File: config.mk
export PLATFORM = sky130hd
export DESIGN_NAME = levelCtrl
export DESIGN_NICKNAME = d
export VERILOG_FILES = /design/src/rfStackPkg.sv /design/src/levelCtrl.sv
export SDC_FILE = /design/constraint.sdc
export NUM_CORES = 1
export LEC_CHECK = 0
export BUFFER_PORTS_ARGS = -buffer_cell sky130_fd_sc_hd__buf_4
export CORE_AREA = 2 2 39 41
export DETAILED_ROUTE_END_ITERATION = 7
export DIE_AREA = 0 0 41 43
export SLEW_MARGIN = 20
export SYNTH_ARGS = -nofsm -noshare
export SYNTH_HDL_FRONTEND = slang
export SYNTH_SLANG_ARGS = --single-unit
export TNS_END_PERCENT = 1
File: constraint.sdc
create_clock -name clk -period 1.8 [get_ports clk]
set_input_delay 0.36 -clock clk [delete_from_list [all_inputs] [get_ports clk]]
set_output_delay 0.36 -clock clk [all_outputs]
set_load 0.02 [all_outputs]
File: src/rfStackPkg.sv
// shared widths, register indices and APB address map for the banked register file
`default_nettype none

package rfStackPkg;

  // register file geometry
  localparam int unsigned DataWidth    = 32;
  localparam int unsigned NumRegs      = 32;
  localparam int unsigned NumLevels    = 8;
  localparam int unsigned AddrWidth    = $clog2(NumRegs);
  localparam int unsigned LevelWidth   = $clog2(NumLevels);
  localparam int unsigned ApbAddrWidth = 8;

  typedef logic [DataWidth-1:0]    dataT;
  typedef logic [AddrWidth-1:0]    addrT;
  typedef logic [LevelWidth-1:0]   levelT;
  typedef logic [ApbAddrWidth-1:0] apbAddrT;

  // special registers
  localparam addrT  ZeroReg  = 5'd0;
  localparam addrT  RaReg    = 5'd1;
  localparam addrT  SpReg    = 5'd2;
  localparam dataT  RaMarker = '1;
  localparam levelT TopLevel = levelT'(NumLevels - 1);

  // host address map, register n at byte 4*n
  localparam apbAddrT RegWindowTop = 8'h7C;
  localparam apbAddrT LevelAddr    = 8'h80;
  localparam apbAddrT PushAddr     = 8'h84;
  localparam apbAddrT PopAddr      = 8'h88;

endpackage

`default_nettype wire

File: src/levelCtrl.sv
// interrupt nesting depth, bounded push and pop with error reporting
`timescale 1ns/10ps
`default_nettype none

module levelCtrl
  import rfStackPkg::*;
(
  input  logic  clk,
  input  logic  rst,
  input  logic  pushReq,
  input  logic  popReq,
  output levelT level,
  output logic  raMarkEn,
  output logic  levelErr
);

  logic atTop;
  logic atBottom;
  logic doPush;
  logic doPop;

  assign atTop    = (level == TopLevel);
  assign atBottom = (level == '0);

  // accepted requests only
  assign doPush = pushReq && !atTop;
  assign doPop  = popReq && !atBottom;

  // marker write rides along with the accepted push
  assign raMarkEn = doPush;

  // refused request flagged in the request cycle, level stays
  assign levelErr = (pushReq && atTop) || (popReq && atBottom);

  always_ff @(posedge clk) begin
    if (rst) begin
      level <= '0;
    end else if (doPush) begin
      level <= level + levelT'(1);
    end else if (doPop) begin
      level <= level - levelT'(1);
    end
  end

endmodule

`default_nettype wire

; Yosys cells after proc, flatten, opt, wreduce, memory -nomap -nowiden
; Cells that the tools add are included.
; W data, S select, Z words.
[totals]
out_inout_bits = 5
mem_bits_rw = 0
word_cells = 15
ff_bits = 3
latch_bits = 0
input_bits = 4
mem_bits_ro = 0
n_memories = 0
[classes]
div = 0
magnitude_cmp = 0
multipliers = 0
eq_ne = 1
reduce_logical = 9
addsub = 2
n_bitwise = 0
muxes = 2
shifts = 0
[op_table]
columns = operator, count
row1 = $mux W3, 2
row2 = $logic_and A1 B1 Y1, 4
row3 = $add A3 B1 Y3 const B, 1
row4 = $eq A3 B3 Y1 const B, 1
row5 = $logic_not A3 Y1, 1
row6 = $sub A3 B1 Y3 const B, 1
row7 = $logic_not A1 Y1, 2
row8 = $reduce_bool A2 Y1, 1
row9 = $logic_or A1 B1 Y1, 1

; Depth between registers and ports, before layout
[logic_depth]
depth_word = 5
mapped_depth = 6
depth_no_buf = 6

; Worst setup path before layout
; Ideal clock, no wire load.
[synth_path]
kind = flip-flop to flip-flop
startpoint = reg level[0]
endpoint = reg level[2]
period_less_slack_ns = 1.937
setup_slack_ns = -0.137
n_path_buf = 0
required_time_ns = 1.697
t_arrival_ns = 1.833
stages_incl_launch_ff = 7
setup_ns = 0.103
path_cell_list = dfxtp_1 nand3_1 nand2_1 fa_1 and2b_2 mux2_4 a2111oi_2
[synth_between]
elab_chain_len = 4
word_cells_on_any_way = 11
classes_between = 2 x add/sub / 1 x eq/ne / 2 x mux / 6 x reduce/logical
[synth_lines]
columns = item, line_no
row1 = from (decl), levelCtrl.sv:12  ; output levelT level,
row2 = from (signal assigned), levelCtrl.sv:39  ; level <= level + levelT'(1);
row3 = from (signal assigned), levelCtrl.sv:41  ; level <= level - levelT'(1);
row4 = branches (longest 4 deep; another with $sub A3 B1 Y3), -
; Several ways; the timed one is not identified. The select of a mux whose other input is x is not followed.
; A chain may end at the register's enable or synchronous reset.

; Worst setup path in the final report
[layout_path]
startpoint = reg level[1]
endpoint = out levelErr
[layout_between]
elab_chain_len = 3
word_cells_on_any_way = 5
classes_between = 1 x eq/ne / 4 x reduce/logical
[layout_lines]
columns = item, line_no
row1 = $eq A3 B3 Y1 / $logic_not A3 Y1 (equally long branches), "levelCtrl.sv:22, levelCtrl.sv:23"
row2 = $logic_and A1 B1 Y1, levelCtrl.sv:33  ; assign levelErr = (pushReq && atTop) || (popReq && atBottom);
row3 = $logic_or A1 B1 Y1 (*), levelCtrl.sv:33
row4 = to (decl), levelCtrl.sv:14  ; output logic levelErr
; Mark *: on every way between the ends. The rest lies on a longest branch, timed or not.

==> out/results.txt <==
Status -> completed
GRT Overall Usage -> 9.237%
Leakage power figure -> 0.1970 nW
Switching share of power -> 33.68%
Syn_area_per_cell -> 8.466 sq um
Initial Util -> 18.35%
Number of flip-flops in the largest register -> 3
Post-synthesis adder-cell area fraction -> 7.882%
Syn Nets -> 35
Hold_ws -> 0.3020 ns
WP buf/inv -> 2
RSZ-0062 raised after global routing -> true
Rows -> 14
Die H -> 43 um
H-tree lvl count -> 1
Critical path class -> reg -> out
Simple-gate area share of the yosys netlist -> 24.14%
Pre-CTS WS -> 0.06758 ns
Hold Vio Cnt, Final -> 0
Worst-skew pair later-pin latency -> 0.24 ns
Syn. warnings -> 0
Post-Route WL -> 683 um
Pwr Density -> 887.9 nW/um^2
Max incr delay on CP -> 0.51 ns
Final min period -> 1.765 ns
Setup violators final -> 0
Syn Std Cell Area -> 254.0 sq um
Comb pwr share -> 46.1%
Synth cell types -> 20
PortBufs -> 8
Post-detail-place hpwl -> 484.9 um
Top cells by area, synth -> dfxtp_1 24%, fa_1 7.9%, o21ai_0 7.9%
Final period util -> 98.08%
CTS Buf Count -> 3
Fin nets -> 55
Leading cell type in the layout, fill and taps excluded -> buf_4
WL/cell -> 10.51 um
Top delay family on crit path -> simple AND/OR/NAND/NOR gates
CTS tree -> built
FF+latch count, synth -> 3
Total grt overflow -> 0
Hold WC Path Type -> in -> reg
Placed insts -> 58
Synth Area in Compound Gates -> 32.51%
Biggest regs -> level: 3 flops
Fin Clk Skew -> 0.002786 ns
CTS sink cnt -> 3
Die area -> 1763 sq um
Post-Synthesis Cells -> 30
Worst-path cell chain -> buf_6 -> or4_1 -> o21ai_1 -> buf_4
DRC viols -> 0
GPL Wtd Cong -> 0.7259
Fill count -> 162
I/O pins -> 9
Initial antenna violation count -> 0
Seq pwr share -> 22.2%
Leading cell types in the layout, fill and taps excluded -> 12 x buf_4, 4 x inv_1
Top cell type by total area after synthesis -> dfxtp_1
Mean number of vias per cell -> 4.646
Critical Path Fanout Max -> 3
Die Wd -> 41 um
First-pass GRT wire length -> 1.028 mm
Hold Path Stages -> 2
CTS Buffer Depth -> 2
1st-pass router iterations -> 2
Final Worst Setup Slack -> 0.03451 ns
P_sw -> 128.7 uW
Share of Yosys cell area claimed by the top area cell type -> 23.65%
Total number of vias -> 302
IR drop worst, VDD -> 0.1963 mV
Max Transition Viols Final -> 0
Inserted Diodes -> 0
Main combinational cell family by area after synthesis -> compound AO/OA/AOI/OAI gates
Non-filler cells in the finished layout -> 65
Area Overhead vs Synth -> 69.46%
CTS root buf -> clkbuf_4
Total of max-cap violations -> 0
Core box area -> 1384 sq um
Highest clock rate -> 566.4 MHz
Share of layout cells above drive strength 1 -> 55.10%
Headroom to the max-slew limit -> 84.28%
Worst setup EP type -> primary output
Critical path data required time -> 1.44 ns
Post-route antenna net violation count -> 0
Sequential area share after synthesis -> 23.65%
Worst slew pin tran -> 0.2354 ns
Critical Path Slowest Stage Cell -> or4_1
Worst EP arrival -> 1.41 ns
DRT iter0 DRCs -> 4
Post-Synth XOR/XNOR Area -> 0%
Vias in the first global route -> 264
Clock group share of total power -> 31.8%
Mux share of post-synthesis cell area -> 5.911%
CP Depth -> 4
Reg clk slew, reported paths -> 0.04 ns
CP startpoint kind -> flop
Cells on worst reg2reg path -> 6
Internal -> 253.4 uW
Largest net degree at the start of global routing -> 11
Largest Register -> level
-- power by group through the flow --
stage	registers [mW]	clock network (mW)	logic (mW)
global route	0.0858	0.133	0.196
CTS	0.0844	0.126	0.158
finish	0.0847	0.121	0.176
floorplan	0.112	0	0.0642
global placement	0.0839	0	0.152
detailed placement	0.0840	0	0.153
-- cell usage after synthesis --
library cell,number
a31oi_1,1
or3_1,2
or4_1,1
fa_1,1
o211ai_1,1
o21ai_0,4
nor3_1,1
a21boi_2,1
or2b_2,1
a2111oi_2,1
nand2_1,2
a21oi_1,1
inv_1,4
and2b_2,1
nand4_1,1
a211o_1,1
a221oi_1,1
mux2_4,1
nand3_1,1
dfxtp_1,3
-- stage by stage --
step                      TNS (ns)  util (%)  total power, mW  area [sq um]
after global routing      -0.06306     31.10           0.4148         430.4
after detailed placement         0     26.58           0.2372         367.9
after floorplan                  0         -           0.1764         257.7
after CTS                        0     29.02           0.3680         401.6
final                            0     31.10           0.3821         430.4
after global placement           0     26.58           0.2359         367.9
-- logic make-up after synthesis --
group           count (synthesis)
fa+ha+maj                       1
buf+inv                         4
compound gates                 11
flops                           3
mux                             1
simple gates                   10
-- metal layers --
| metal | global-route usage, % | vias to the layer above | wire length [um] |
|---|---|---|---|
| li1 | - | 152 | - |
| met1 | 11.58 | 138 | 316 |
| met2 | 11.88 | 9 | 317 |
| met3 | 1.571 | 3 | 27 |
| met4 | 10.00 | 0 | 21 |
| met5 | 0 | - | 0 |
-- worst paths after layout --
check | startpoint | endpoint | slack (ns)
hold / removal | rst | level[2] | 0.30
setup / recovery | level[1] | levelErr | 0.03
hold reg to reg | level[2] | level[2] | 0.54
setup reg to reg | level[0] | level[2] | 0.06
-- worst reg2reg max path: stages (launching register included) --
cell and delay [ns]:
dfxtp_2 0.32, nand3_1 0.12, nand2_1 0.14, fa_2 0.23
and2b_2 0.22, mux2_4 0.27, a2111oi_2 0.33
-- cell type report --
cell class              count  area [sq um]  share of cell area, %
well taps                  16         20.02                  4.651
multi-input cells          23         181.4                  42.15
inverters                   4         15.01                  3.488
clock buffers               4         26.28                  6.105
flip-flops and latches      3         63.81                  14.83
repair buffers             15         123.9                  28.78
-- repair_timing --
item                       CTS  global route
hold buffers                 0             0
setup endpoints to repair    1             2
gates resized for setup      3             2
pin swaps                    0             1
setup buffers                0             3
Note: power is estimated with default switching activity, not from simulation.
