<file path="src/rfStackPkg.sv">
// shared widths, register indices and APB address map for the banked register file
`default_nettype none

package rfStackPkg;

  // register file geometry
  localparam int unsigned DataWidth    = 32;
  localparam int unsigned NumRegs      = 32;
  localparam int unsigned NumLevels    = 8;
  localparam int unsigned AddrWidth    = $clog2(NumRegs);
  localparam int unsigned LevelWidth   = $clog2(NumLevels);
  localparam int unsigned ApbAddrWidth = 8;

  typedef logic [DataWidth-1:0]    dataT;
  typedef logic [AddrWidth-1:0]    addrT;
  typedef logic [LevelWidth-1:0]   levelT;
  typedef logic [ApbAddrWidth-1:0] apbAddrT;

  // special registers
  localparam addrT  ZeroReg  = 5'd0;
  localparam addrT  RaReg    = 5'd1;
  localparam addrT  SpReg    = 5'd2;
  localparam dataT  RaMarker = '1;
  localparam levelT TopLevel = levelT'(NumLevels - 1);

  // host address map, register n at byte 4*n
  localparam apbAddrT RegWindowTop = 8'h7C;
  localparam apbAddrT LevelAddr    = 8'h80;
  localparam apbAddrT PushAddr     = 8'h84;
  localparam apbAddrT PopAddr      = 8'h88;

endpackage

`default_nettype wire

</file>
<file path="src/rfPortIf.sv">
// one write port plus one read port, used between the APB bridge and the banked register file
`timescale 1ns/10ps
`default_nettype none

interface rfPortIf
  import rfStackPkg::*;
();

  // write side, commits on the clock edge
  logic writeEn;
  addrT writeAddr;
  dataT writeData;

  // read side, data comes back in the same cycle
  addrT readAddr;
  dataT readData;

  modport requester (
    output writeEn, writeAddr, writeData, readAddr,
    input  readData
  );

  modport storage (
    input  writeEn, writeAddr, writeData, readAddr,
    output readData
  );

endinterface

`default_nettype wire

</file>
<file path="src/apbRfBridge.sv">
// APB slave turning host transfers into register accesses, level reads and push/pop pulses
`timescale 1ns/10ps
`default_nettype none

module apbRfBridge
  import rfStackPkg::*;
(
  input  logic      clk,
  input  logic      rst,
  // APB slave
  input  logic      psel,
  input  logic      penable,
  input  logic      pwrite,
  input  apbAddrT   paddr,
  input  dataT      pwdata,
  output dataT      prdata,
  output logic      pready,
  output logic      pslverr,
  // register file write and first read port
  rfPortIf.requester rf,
  // level controller
  input  levelT     level,
  output logic      pushReq,
  output logic      popReq,
  input  logic      levelErr
);

  logic setup;
  logic access;
  logic aligned;
  logic regSelQ;
  logic levelSelQ;
  logic pushSelQ;
  logic popSelQ;
  logic mapErr;

  assign setup   = psel && !penable;
  assign access  = psel && penable;
  assign aligned = (paddr[1:0] == 2'b00);

  // decode in setup, paddr is stable into the access cycle
  always_ff @(posedge clk) begin
    if (rst) begin
      regSelQ   <= 1'b0;
      levelSelQ <= 1'b0;
      pushSelQ  <= 1'b0;
      popSelQ   <= 1'b0;
    end else if (setup) begin
      regSelQ   <= aligned && (paddr <= RegWindowTop);
      levelSelQ <= (paddr == LevelAddr);
      pushSelQ  <= (paddr == PushAddr);
      popSelQ   <= (paddr == PopAddr);
    end
  end

  // nothing hit means unmapped or misaligned
  assign mapErr = !(regSelQ || levelSelQ || pushSelQ || popSelQ)
               || ((pushSelQ || popSelQ) && !pwrite)
               || (levelSelQ && pwrite);

  // register n at byte 4*n
  assign rf.writeAddr = paddr[6:2];
  assign rf.readAddr  = paddr[6:2];
  assign rf.writeData = pwdata;
  assign rf.writeEn   = access && pwrite && regSelQ;

  // single-cycle command pulses
  assign pushReq = access && pwrite && pushSelQ;
  assign popReq  = access && pwrite && popSelQ;

  // no wait states
  assign pready  = access;
  assign pslverr = access && (mapErr || levelErr);

  always_comb begin
    prdata = '0;
    if (access && !pwrite) begin
      if (regSelQ) prdata = rf.readData;
      else if (levelSelQ) prdata = dataT'(level);
    end
  end

endmodule

`default_nettype wire

</file>
<file path="src/flat_wrapper.sv">
// flat-port wrapper written by rule: the top's interface ports become plain ports
module apbRfBridge_flat import rfStackPkg::*;
  (clk, rst, psel, penable, pwrite, paddr, pwdata, prdata, pready, pslverr, level, pushReq, popReq, levelErr, rf_writeEn, rf_writeAddr, rf_writeData, rf_readAddr, rf_readData);
  rfPortIf rf_i ();
  input  logic clk;
  input  logic rst;
  input  logic psel;
  input  logic penable;
  input  logic pwrite;
  input  apbAddrT paddr;
  input  dataT pwdata;
  output dataT prdata;
  output logic pready;
  output logic pslverr;
  input  levelT level;
  output logic pushReq;
  output logic popReq;
  input  logic levelErr;
  output wire logic [$bits(rf_i.writeEn)-1:0] rf_writeEn;
  output wire logic [$bits(rf_i.writeAddr)-1:0] rf_writeAddr;
  output wire logic [$bits(rf_i.writeData)-1:0] rf_writeData;
  output wire logic [$bits(rf_i.readAddr)-1:0] rf_readAddr;
  input wire logic [$bits(rf_i.readData)-1:0] rf_readData;
  assign rf_writeEn = rf_i.writeEn;
  assign rf_writeAddr = rf_i.writeAddr;
  assign rf_writeData = rf_i.writeData;
  assign rf_readAddr = rf_i.readAddr;
  assign rf_i.readData = rf_readData;
  apbRfBridge u_core (.clk(clk), .rst(rst), .psel(psel), .penable(penable), .pwrite(pwrite), .paddr(paddr), .pwdata(pwdata), .prdata(prdata), .pready(pready), .pslverr(pslverr), .rf(rf_i), .level(level), .pushReq(pushReq), .popReq(popReq), .levelErr(levelErr));
endmodule
</file>
<file path="config.mk">
export PLATFORM = sky130hd
export DESIGN_NAME = apbRfBridge_flat
export DESIGN_NICKNAME = d
export VERILOG_FILES = /design/src/rfStackPkg.sv /design/src/rfPortIf.sv /design/src/apbRfBridge.sv /design/src/flat_wrapper.sv
export SDC_FILE = /design/constraint.sdc
export NUM_CORES = 1
export LEC_CHECK = 0
export BUFFER_PORTS_ARGS = -buffer_cell sky130_fd_sc_hd__buf_4
export CORE_AREA = 2 2 62 64
export CTS_CLUSTER_SIZE = 10
export DETAILED_ROUTE_END_ITERATION = 12
export DIE_AREA = 0 0 64 66
export PLACE_DENSITY = 0.74
export SLEW_MARGIN = 20
export SYNTH_ARGS = -nofsm -noshare
export SYNTH_HDL_FRONTEND = slang
export SYNTH_SLANG_ARGS = --single-unit
</file>
<file path="constraint.sdc">
create_clock -name clk -period 1.58 [get_ports clk]
set_input_delay 0.158 -clock clk [delete_from_list [all_inputs] [get_ports clk]]
set_output_delay 0.158 -clock clk [all_outputs]
set_load 0.01 [all_outputs]
</file>
* After elaboration in Yosys (flattened, before gate mapping)
Index checks and enable logic that the tools add are counted.
** Storage, ports and cells
- Flip-flop bits (word level) :: 4
- Input port bits :: 81
- Output and inout bits :: 79
- Word-level logic and storage cells :: 33
** Cells by class
- Magnitude comparators :: 1
- Eq/ne operators :: 3
- Muxes and demuxes :: 3
- Reductions and logical operators :: 22
** Operator list (number)
- 32-bit two-way mux :: 2
- 8-bit equality test (second input constant) :: 3
- 1-bit logical AND :: 11
- 8-bit by 7-bit <= comparator with 1-bit output (second input constant) :: 1
- 1-bit logical OR :: 7
- 1-bit zero test :: 3
- 3-bit two-way mux :: 1
- 2-bit zero test :: 1

* Depth between registers and ports, before layout
Gate-level depths: netlist of the first run.
- Depth in word-level cells :: 8
- Depth in mapped cells :: 4
- Mapped depth without buffers :: 3

* Least setup slack after synthesis of the first run
No wires, ideal clock.
- Path type :: in2reg
- From :: input port paddr[6]
- To :: register u_core.pushSelQ
- Library setup time :: 0.096 ns
- Arrival :: 1.266 ns
- Path slack :: 0.219 ns
- Stages on the path :: 3
- Cells stage by stage :: or4b_1 -> or4_4 -> o41ai_2
** On the way
- Longest elaborated chain between the ends :: 1
** Ends and longest elaborated chain
- start: declaration :: RTL line flat_wrapper.sv:10 : input apbAddrT paddr;
- 8-bit equality test :: RTL line apbRfBridge.sv:51 : pushSelQ <= (paddr == PushAddr);
- end signal: assignment :: RTL line apbRfBridge.sv:51
- end: declaration :: RTL line apbRfBridge.sv:33 : logic pushSelQ;
Every way passes these cells.
A chain may end at the register's enable or synchronous reset.

* Final worst setup path of the first run
- From :: register u_core.levelSelQ
- To :: output port prdata[2]
** On the way
- Longest elaborated chain between the ends :: 3
** Ends and longest elaborated chain
- start: declaration :: RTL line apbRfBridge.sv:32 : logic levelSelQ;
- start signal: assignment :: RTL line apbRfBridge.sv:50 : levelSelQ <= (paddr == LevelAddr);
- 3-bit two-way mux :: RTL line apbRfBridge.sv:79 : else if (levelSelQ) prdata = dataT'(level);
- 32-bit two-way mux :: RTL line apbRfBridge.sv:78 : if (regSelQ) prdata = rf.readData;
- 32-bit two-way mux :: RTL line apbRfBridge.sv:77 : if (access && !pwrite) begin
- end: declaration :: RTL line flat_wrapper.sv:12 : output dataT prdata;
Every way passes these cells.

==> metrics.cfg, run 1 <==
[floorplan]
chipHeight_um=66
fp.dieArea_um2=4220
initial_core_util_pct=22.3
placementRows=22
ios=160
core_area_um2=3550
die_w_um=64

[placement]
place.gp.congestion=0.739
preCtsSetupSlack_ns=0.0503
port_buffers=95

[pwr]
swShare_pct=24.6
powerDensity_nw_per_um2=294
combPwrFrac_pct=39.1
seq_power_share_pct=26.7
p_int_mw=0.290
netSwitchingPower_mw=0.0945
ir_worst_vdd_mv=0.225
p_leak_nw=0.714
clock_power_share_pct=34.2

[layout]
diodes=0
drive_gt1_share_pct=64.0
nNetsFinal=247
areaGrowthSynthToFinish_pct=65.0
fin_util_pct=36.9

[setup_path]
start_kind=register
ff2ff_path_depth=2
regToRegSetupSlack_ns=0.94
crit_top_cell=buf_4
path_buf_inv=3
cp.arrival_ns=1.32
r2r-start=u_core.pushSelQ
worst-setup-path-type=register to output pin
cp_top_family=flip-flops
cp_max_fo=3
path_depth=5
path_cells=inv_1 > nor4_2 > buf_4 > a22o_1 > buf_4
crit_path_top_delay_cell=dfxtp_1
worst_path_largest_cell_delay_ns=0.35
cp.required_ns=1.42
rr_endpoint=u_core.pushSelQ
critPathCapture=prdata[2]
startpoint=u_core.levelSelQ
cp-end-kind=output pin

[logic_synthesis]
synthFlopType=dfxtp_1
synthDominantCellAreaShare_pct=39.7
synthDistinctLibCells=22
synth_xor_area_share_pct=0
synth_area_um2=793
netlist_top_cells_count=buf_4 (42), and2_1 (29), dfxtp_1 (4)
synth_simple_gate_area_share_pct=38.3
ys_ff_latch=4
async_flop_share_pct=0
synthCells=109
synth_edf_count=0
synth_compound_area_share_pct=8.99
yosysWarnings=0
synth_top_family_by_area=buffers and inverters
synth.most_common_cell=buf_4
synth_largest_area_cell=buf_4
avgSynthCellArea_um2=7.28
synth_mux_area_share_pct=0
seq_area_frac_synth_pct=10.1
syn_nets=190
synth-adder-area-share_pct=0
ys_top_cells_by_area=buf_4 (40%), and2_1 (23%), dfxtp_1 (10%)

[detailed_routing]
drtIter0Drc=16
wl_per_cell_um=11.0
drt_first_pass_iters=4
via_count=866
viasPerCell=4.08
wl_mm=2.34
postRouteAntennaNets=0
drc=0

[hold_path]
hold_class=input pin to register

[clock_network]
cts.sinks=4
post_cts_buffers=0
clk_latency_ns=0.24
cts-root-buf=clkbuf_4
cts_max_path_buffers=2
cts_hold_buffers=0
cts_buffers=3
htree_num_levels=1
cts_tree=built
clkTransAtPathRegs_ns=0.04

[sta]
fmax_ghz=0.678
tightest_slew_ns=0.245
finClkSkew_ns=0
finalCritPeriodShare_pct=93.4
drv_slew=0
hold_viol_final=0
setup_ws_ns=0.105
rsz0062_at_grt=false
tns_ns=0
min_period_ns=1.48
setup_viol_count_final=0
slew_headroom_pct=83.5

[global_route]
grt_pass1_wl_mm=3.26
grt_overflow=0
grt_max_degree=33
grt_pass1_vias=739
antenna_found_initial=0
grt_usage_pct=9.48

[job]
drv_cap=0

[status]
status=finished clean

## layout make-up
| cell class | instances | area (µm²) |
|---|---|---|
| clock buffer | 3 | 22.5 |
| inverter | 3 | 11.3 |
| fill | 380 | 2240 |
| multi-input combinational | 57 | 393 |
| tap | 48 | 60.1 |
| timing repair buffer | 97 | 741 |
| sequential | 4 | 81.3 |
## power by group through the flow
stage	Clock [mW]	Sequential, mW	Combinational [mW]
after floorplan	0	0.104	0.126
after global placement	0	0.104	0.148
after detailed placement	0	0.104	0.150
after CTS	0.137	0.103	0.150
after global routing	0.145	0.103	0.162
final	0.132	0.103	0.150
## state kept, by name (all words and copies together) (netlist names)
signal	cells
u_core.levelSelQ	1
u_core.popSelQ	1
u_core.pushSelQ	1
u_core.regSelQ	1
## through the flow
stage | area, µm² | total power, mW | std cells | hold slack [ns]
after floorplan | 793 | 0.230 | 109 | 0.227
after global placement | 1270 | 0.253 | 209 | 0.316
after detailed placement | 1270 | 0.254 | 209 | 0.316
after CTS | 1290 | 0.390 | 212 | 0.120
after global routing | 1310 | 0.410 | 212 | 0.131
final | 1310 | 0.385 | 212 | 0.121
## layout by cell type, fill, tap and decap left out, types with 2 or more instances in the layout
master	n
a21oi_1	2
and2_1	29
o21ai_0	2
inv_1	3
nand3b_1	3
clkbuf_4	3
buf_4	96
nand2_1	3
and3_1	3
dfxtp_1	3
a22o_1	3
## routing by layer
metal	part of all wire [%]	routed length, µm	global-route usage [%]
met3	10	234	2.90
met4	1.9	44	4.35
met1	35	814	10.5
met2	53	1250	16.5
met5	0	0	0
## worst min path at each step
stage / startpoint / endpoint / slack [ns] / cells after the start
final: rst / u_core.regSelQ / 0.12 / 2
after global routing: rst / u_core.regSelQ / 0.13 / 2
after CTS: rst / u_core.regSelQ / 0.12 / 2
after detailed placement: pwdata[18] / rf_writeData[18] / 0.32 / 0
after global placement: pwdata[18] / rf_writeData[18] / 0.32 / 0
after floorplan: rst / u_core.regSelQ / 0.23 / 1
## worst reg2reg max path, stage by stage (launching register included)
cell      delay (ns)
dfxtp_1         0.37
nand3b_1        0.11
o41ai_2         0.06
## logic make-up after synthesis
family                 count (synthesis)
DFF                                    4
AOI/OAI and AO/OA                      9
buffers and inverters                 48
and+or+nand+nor                       48
## timing repair
| item | 4_1_cts | 5_1_grt |
|---|---|---|
| resized for setup | 0 | 3 |
| endpoints found under the hold margin | 0 | 0 |
| endpoints found under the setup margin | 0 | 5 |
No activity file was read; power rests on OpenSTA's default activity.
==> inputs of run 2 (changes only) <==
==> constraint.sdc (replaced) <==
create_clock -name clk -period 1.58 [get_ports clk]
set_input_delay 0.316 -clock clk [delete_from_list [all_inputs] [get_ports clk]]
set_output_delay 0.316 -clock clk [all_outputs]
set_load 0.01 [all_outputs]
==> run 2 against run 1 <==
  * The flow now finishes with violations (setup timing)
  * Critical endpoint is now prdata[0]
  * Non-clock buffer count grew 11
  * Routed wire length grew 23%
  * Power grew 5.8%
  * Combinational power grew 11%
  * Maximum frequency shrank 11%
  * Critical path type unchanged
  * Clock power grew 6%
  * Largest cell class unchanged
  * Largest power group unchanged
  * Final area grew 19%
  * Clock skew is the same
  * Sequential share of layout area shrank 0.66 points
  * Die area is the same
  * Cell count grew 5.2%
==> metrics.cfg, run 2 (synthesis results as in run 1) <==
[status]
status=finished, violations left
violations=setup timing

[clock_network]
cts_buffers=3
htree_num_levels=1
cts_tree=built
clkTransAtPathRegs_ns=0.04
cts-root-buf=clkbuf_4
cts_max_path_buffers=2
cts_hold_buffers=0
clk_latency_ns=0.25
cts.sinks=4

[pwr]
p_leak_nw=0.819
ir_worst_vdd_mv=0.359
powerDensity_nw_per_um2=262
power.total_mw=0.407

[sta]
setup_ws_ns=-0.0792
setup_viol_count_final=32
drv_slew=0
hold_viol_final=0
rsz0062_at_grt=true
finClkSkew_ns=0
tightest_slew_ns=0.212
fmax_ghz=0.603
slew_headroom_pct=85.7
finalCritPeriodShare_pct=105
min_period_ns=1.66

[placement]
port_buffers=95
post_dp_cell_area_um2=1300
dp_hpwl_mm=2.07
dp_cells=214
place.gp.congestion=0.750

[setup_path]
regToRegSetupSlack_ns=0.94
worst-setup-path-type=register to output pin
start_kind=register
cp.required_ns=1.26
cp_max_fo=6
rr_endpoint=u_core.popSelQ
cp.arrival_ns=1.34
cp-end-kind=output pin
ff2ff_path_depth=2
r2r-start=u_core.popSelQ

[layout]
final_common_cell=buf_4
drive_gt1_share_pct=79.4
seqCellArea_um2=86.3
multi_input_area_um2=458
stdcell_count=223
areaGrowthSynthToFinish_pct=95.9
final_cell_mix=buf_4 (80), buf_6 (28), and2_4 (18), and2_1 (11)
nNetsFinal=258
stdcell_area_um2=1550
n_fill_cell=364
diodes=0
fin_util_pct=43.8

[floorplan]
placementRows=22
chipHeight_um=66
fp.dieArea_um2=4220
die_w_um=64
core_area_um2=3550
initial_core_util_pct=22.3
ios=160

[detailed_routing]
wl_per_cell_um=12.9
drc=0
drtIter0Drc=14
via_count=949
wl_mm=2.88
postRouteAntennaNets=0
viasPerCell=4.26
drt_first_pass_iters=4

[global_route]
antenna_found_initial=0
grt_max_degree=12
use_met1_pct=10.7
grt_pass1_wl_mm=3.75
grt_usage_pct=11.4
grt_use_met2_pct=21.2
top_usage_layer=met2
use_met3_pct=4.60
grt_pass1_vias=841
grt_overflow=0

[hold_path]
hold_class=input pin to register
min_from=rst
hold_path_end=u_core.regSelQ
min_path_cells=2

[job]
drv_cap=0

[run 2: cell count changes in the layout (fill, tap and decap cells not counted), sizes merged]
cell | before | now
buf | 97 | 108
[run 2: power by group]
part | internal (mW) | switching (mW)
combinational | 0.111 | 0.0545
sequential | 0.101 | 0.000751
clock | 0.0858 | 0.0539
total | 0.298 | 0.109
[run 2: routing by layer]
metal,routed length [µm],up-vias
met3,253,16
met2,1710,59
li1,-,448
met5,0,-
met1,848,426
met4,72,0
[run 2: timing repair]
item	CTS	global route
setup endpoints to repair	23	33
setup buffers	3	0
pin swaps	4	19
cloned	2	1
gates resized for setup	12	47
[run 2: worst max path at each step]
stage / endpoint / startpoint / cells past startpoint / slack [ns]
2_1_floorplan: u_core.pushSelQ / paddr[6] / 3 / 0.06
3_3_place_gp: u_core.pushSelQ / paddr[6] / 4 / -0.07
3_5_place_dp: u_core.pushSelQ / paddr[6] / 4 / -0.09
4_1_cts: prdata[2] / u_core.regSelQ / 5 / -0.06
5_1_grt: prdata[0] / u_core.regSelQ / 5 / -0.17
6_report: prdata[0] / u_core.regSelQ / 5 / -0.08
[run 2: area by class of cell]
cell class | instances | area share [%]
clock buffer | 3 | 1.45
inverter | 3 | 0.725
multi-input combinational | 57 | 29.5
sequential | 4 | 5.56
tap | 48 | 3.86
timing repair buffer | 108 | 58.9
[run 2: through the flow]
step / setup WS (ns) / hold WS (ns) / setup TNS, ns
global route: -0.170 / 0.268 / -4.66
global placement: -0.0728 / 0.486 / -0.118
finish: -0.0792 / 0.263 / -1.60
detailed placement: -0.0942 / 0.481 / -0.193
CTS: -0.0577 / 0.260 / -0.988
floorplan: 0.0605 / 0.385 / 0
[run 2: critical path: stages, from the launching register on]
cell and delay (ns):
dfxtp_4 0.36, nor3b_4 0.23, buf_6 0.13, buf_6 0.11
a22o_1 0.16, buf_6 0.11
==> inputs of run 3 (changes only) <==
- CTS_BUF_LIST: default -> sky130_fd_sc_hd__clkbuf_8
==> run 3 against run 2 <==
  * The run still ends with setup timing left
  * Routed wire length shrank 0.31%
  * Sequential power is essentially flat
  * Die area is the same
==> metrics.cfg, run 3 (synthesis results as in run 1) <==
[status]
status=finished, violations left
violations=setup timing

[detailed_routing]
postRouteAntennaNets=0
viasPerCell=4.24
drt_first_pass_iters=4
drc=0
drtIter0Drc=15
wl_per_cell_um=12.9
wl_mm=2.87
via_count=945

[pwr]
clock_power_share_pct=45.4
netSwitchingPower_mw=0.114
seq_power_share_pct=20.7
p_int_mw=0.375
ir_worst_vdd_mv=0.508
combPwrFrac_pct=33.9
powerDensity_nw_per_um2=312
p_leak_nw=0.826
swShare_pct=23.4
power.total_mw=0.490

[setup_path]
start_kind=register
rr_endpoint=u_core.pushSelQ
ff2ff_path_depth=2
worst_path_largest_cell_delay_ns=0.36
cp.arrival_ns=1.32
cp.required_ns=1.26
cp-end-kind=output pin
crit_path_top_delay_cell=dfxtp_4
worst-setup-path-type=register to output pin
path_cells=nor3b_4 > buf_6 > buf_6 > a22o_1 > buf_6
crit_top_cell=buf_6
regToRegSetupSlack_ns=0.90
r2r-start=u_core.pushSelQ
cp_max_fo=6

[global_route]
antenna_found_initial=0
grt_usage_pct=11.4
grt_overflow=0
grt_pass1_vias=831
grt_max_degree=12
grt_pass1_wl_mm=3.72

[job]
drv_cap=0

[clock_network]
cts_hold_buffers=0
cts_max_path_buffers=2
cts_tree=built
clk_latency_ns=0.22
htree_num_levels=1
clkTransAtPathRegs_ns=0.03
cts.sinks=4
cts-root-buf=clkbuf_8
cts_buffers=3

[layout]
fin_util_pct=44.3
drive_gt1_share_pct=78.9
nNetsFinal=258
stdcell_area_um2=1570
diodes=0
final_cell_mix=buf_4 (80), buf_6 (28), and2_4 (18), and2_1 (11)
final_common_cell=buf_4
areaGrowthSynthToFinish_pct=98.1

[hold_path]
min_from=rst
hold_path_end=u_core.regSelQ
min_path_cells=2
hold_class=input pin to register

[placement]
preCtsSetupSlack_ns=-0.0942
dp_hpwl_mm=2.07
port_buffers=95
place.gp.congestion=0.750
post_dp_cell_area_um2=1300

[sta]
slew_headroom_pct=85.7
setup_viol_count_final=32
fmax_ghz=0.613
finClkSkew_ns=0
rsz0062_at_grt=true
whs_ns=0.290
finalCritPeriodShare_pct=103
setup_ws_ns=-0.0524
min_period_ns=1.63
tightest_slew_ns=0.212
drv_slew=0
hold_viol_final=0

[floorplan]
placementRows=22
chipHeight_um=66
initial_core_util_pct=22.3
core_area_um2=3550
fp.dieArea_um2=4220
die_w_um=64
ios=160

==> run 3: per-layer routing <==
metal  track usage (%)  wire length, µm  vias up
met2              20.8             1710       58
met1              10.8              860      428
met4              5.16               44        0
met5                 0                0        -
met3              5.11              254       12
li1                  -                -      447
==> run 3: worst max-delay path: cells and delay by family, from the launching register on <==
family	cells	cell delay [ns]
flip-flops	1	0.36
buffers and inverters	3	0.35
AND/OR/NAND/NOR	1	0.23
AO/OA/AOI/OAI	1	0.16
==> run 3: worst max path at each step <==
stage                   start              end  depth (start not counted)
3_5_place_dp         paddr[6]  u_core.pushSelQ                          4
2_1_floorplan        paddr[6]  u_core.pushSelQ                          3
5_1_grt        u_core.regSelQ        prdata[0]                          5
6_report       u_core.regSelQ        prdata[0]                          5
4_1_cts        u_core.regSelQ        prdata[2]                          5
3_3_place_gp         paddr[6]  u_core.pushSelQ                          4
==> run 3: timing repair <==
item / CTS / global route
setup endpoints to repair: 23 / 33
gates resized for setup: 12 / 46
gates cloned: 2 / 1
pin swaps: 4 / 19
buffers inserted: 3 / 0
==> run 3: cell type report <==
class | instances | area, µm²
clock buffer | 3 | 41.3
timing repair buffer | 108 | 916
tap | 48 | 60.1
multi-input combinational | 57 | 458
fill | 364 | 1980
sequential | 4 | 85.1
inverter | 3 | 11.3
==> run 3: metrics by stage <==
| step | setup TNS [ns] | std cells |
|---|---|---|
| floorplan | 0 | 109 |
| global placement | -0.118 | 214 |
| detailed placement | -0.193 | 214 |
| CTS | -0.200 | 222 |
| global route | -3.60 | 223 |
| finish | -0.726 | 223 |
==> run 3: power by group through the flow <==
stage	Combinational [mW]	Clock, mW	Sequential, mW
after floorplan	0.126	0	0.104
after global placement	0.156	0	0.104
after detailed placement	0.158	0	0.104
after CTS	0.162	0.227	0.103
after global routing	0.179	0.235	0.102
final	0.166	0.222	0.102
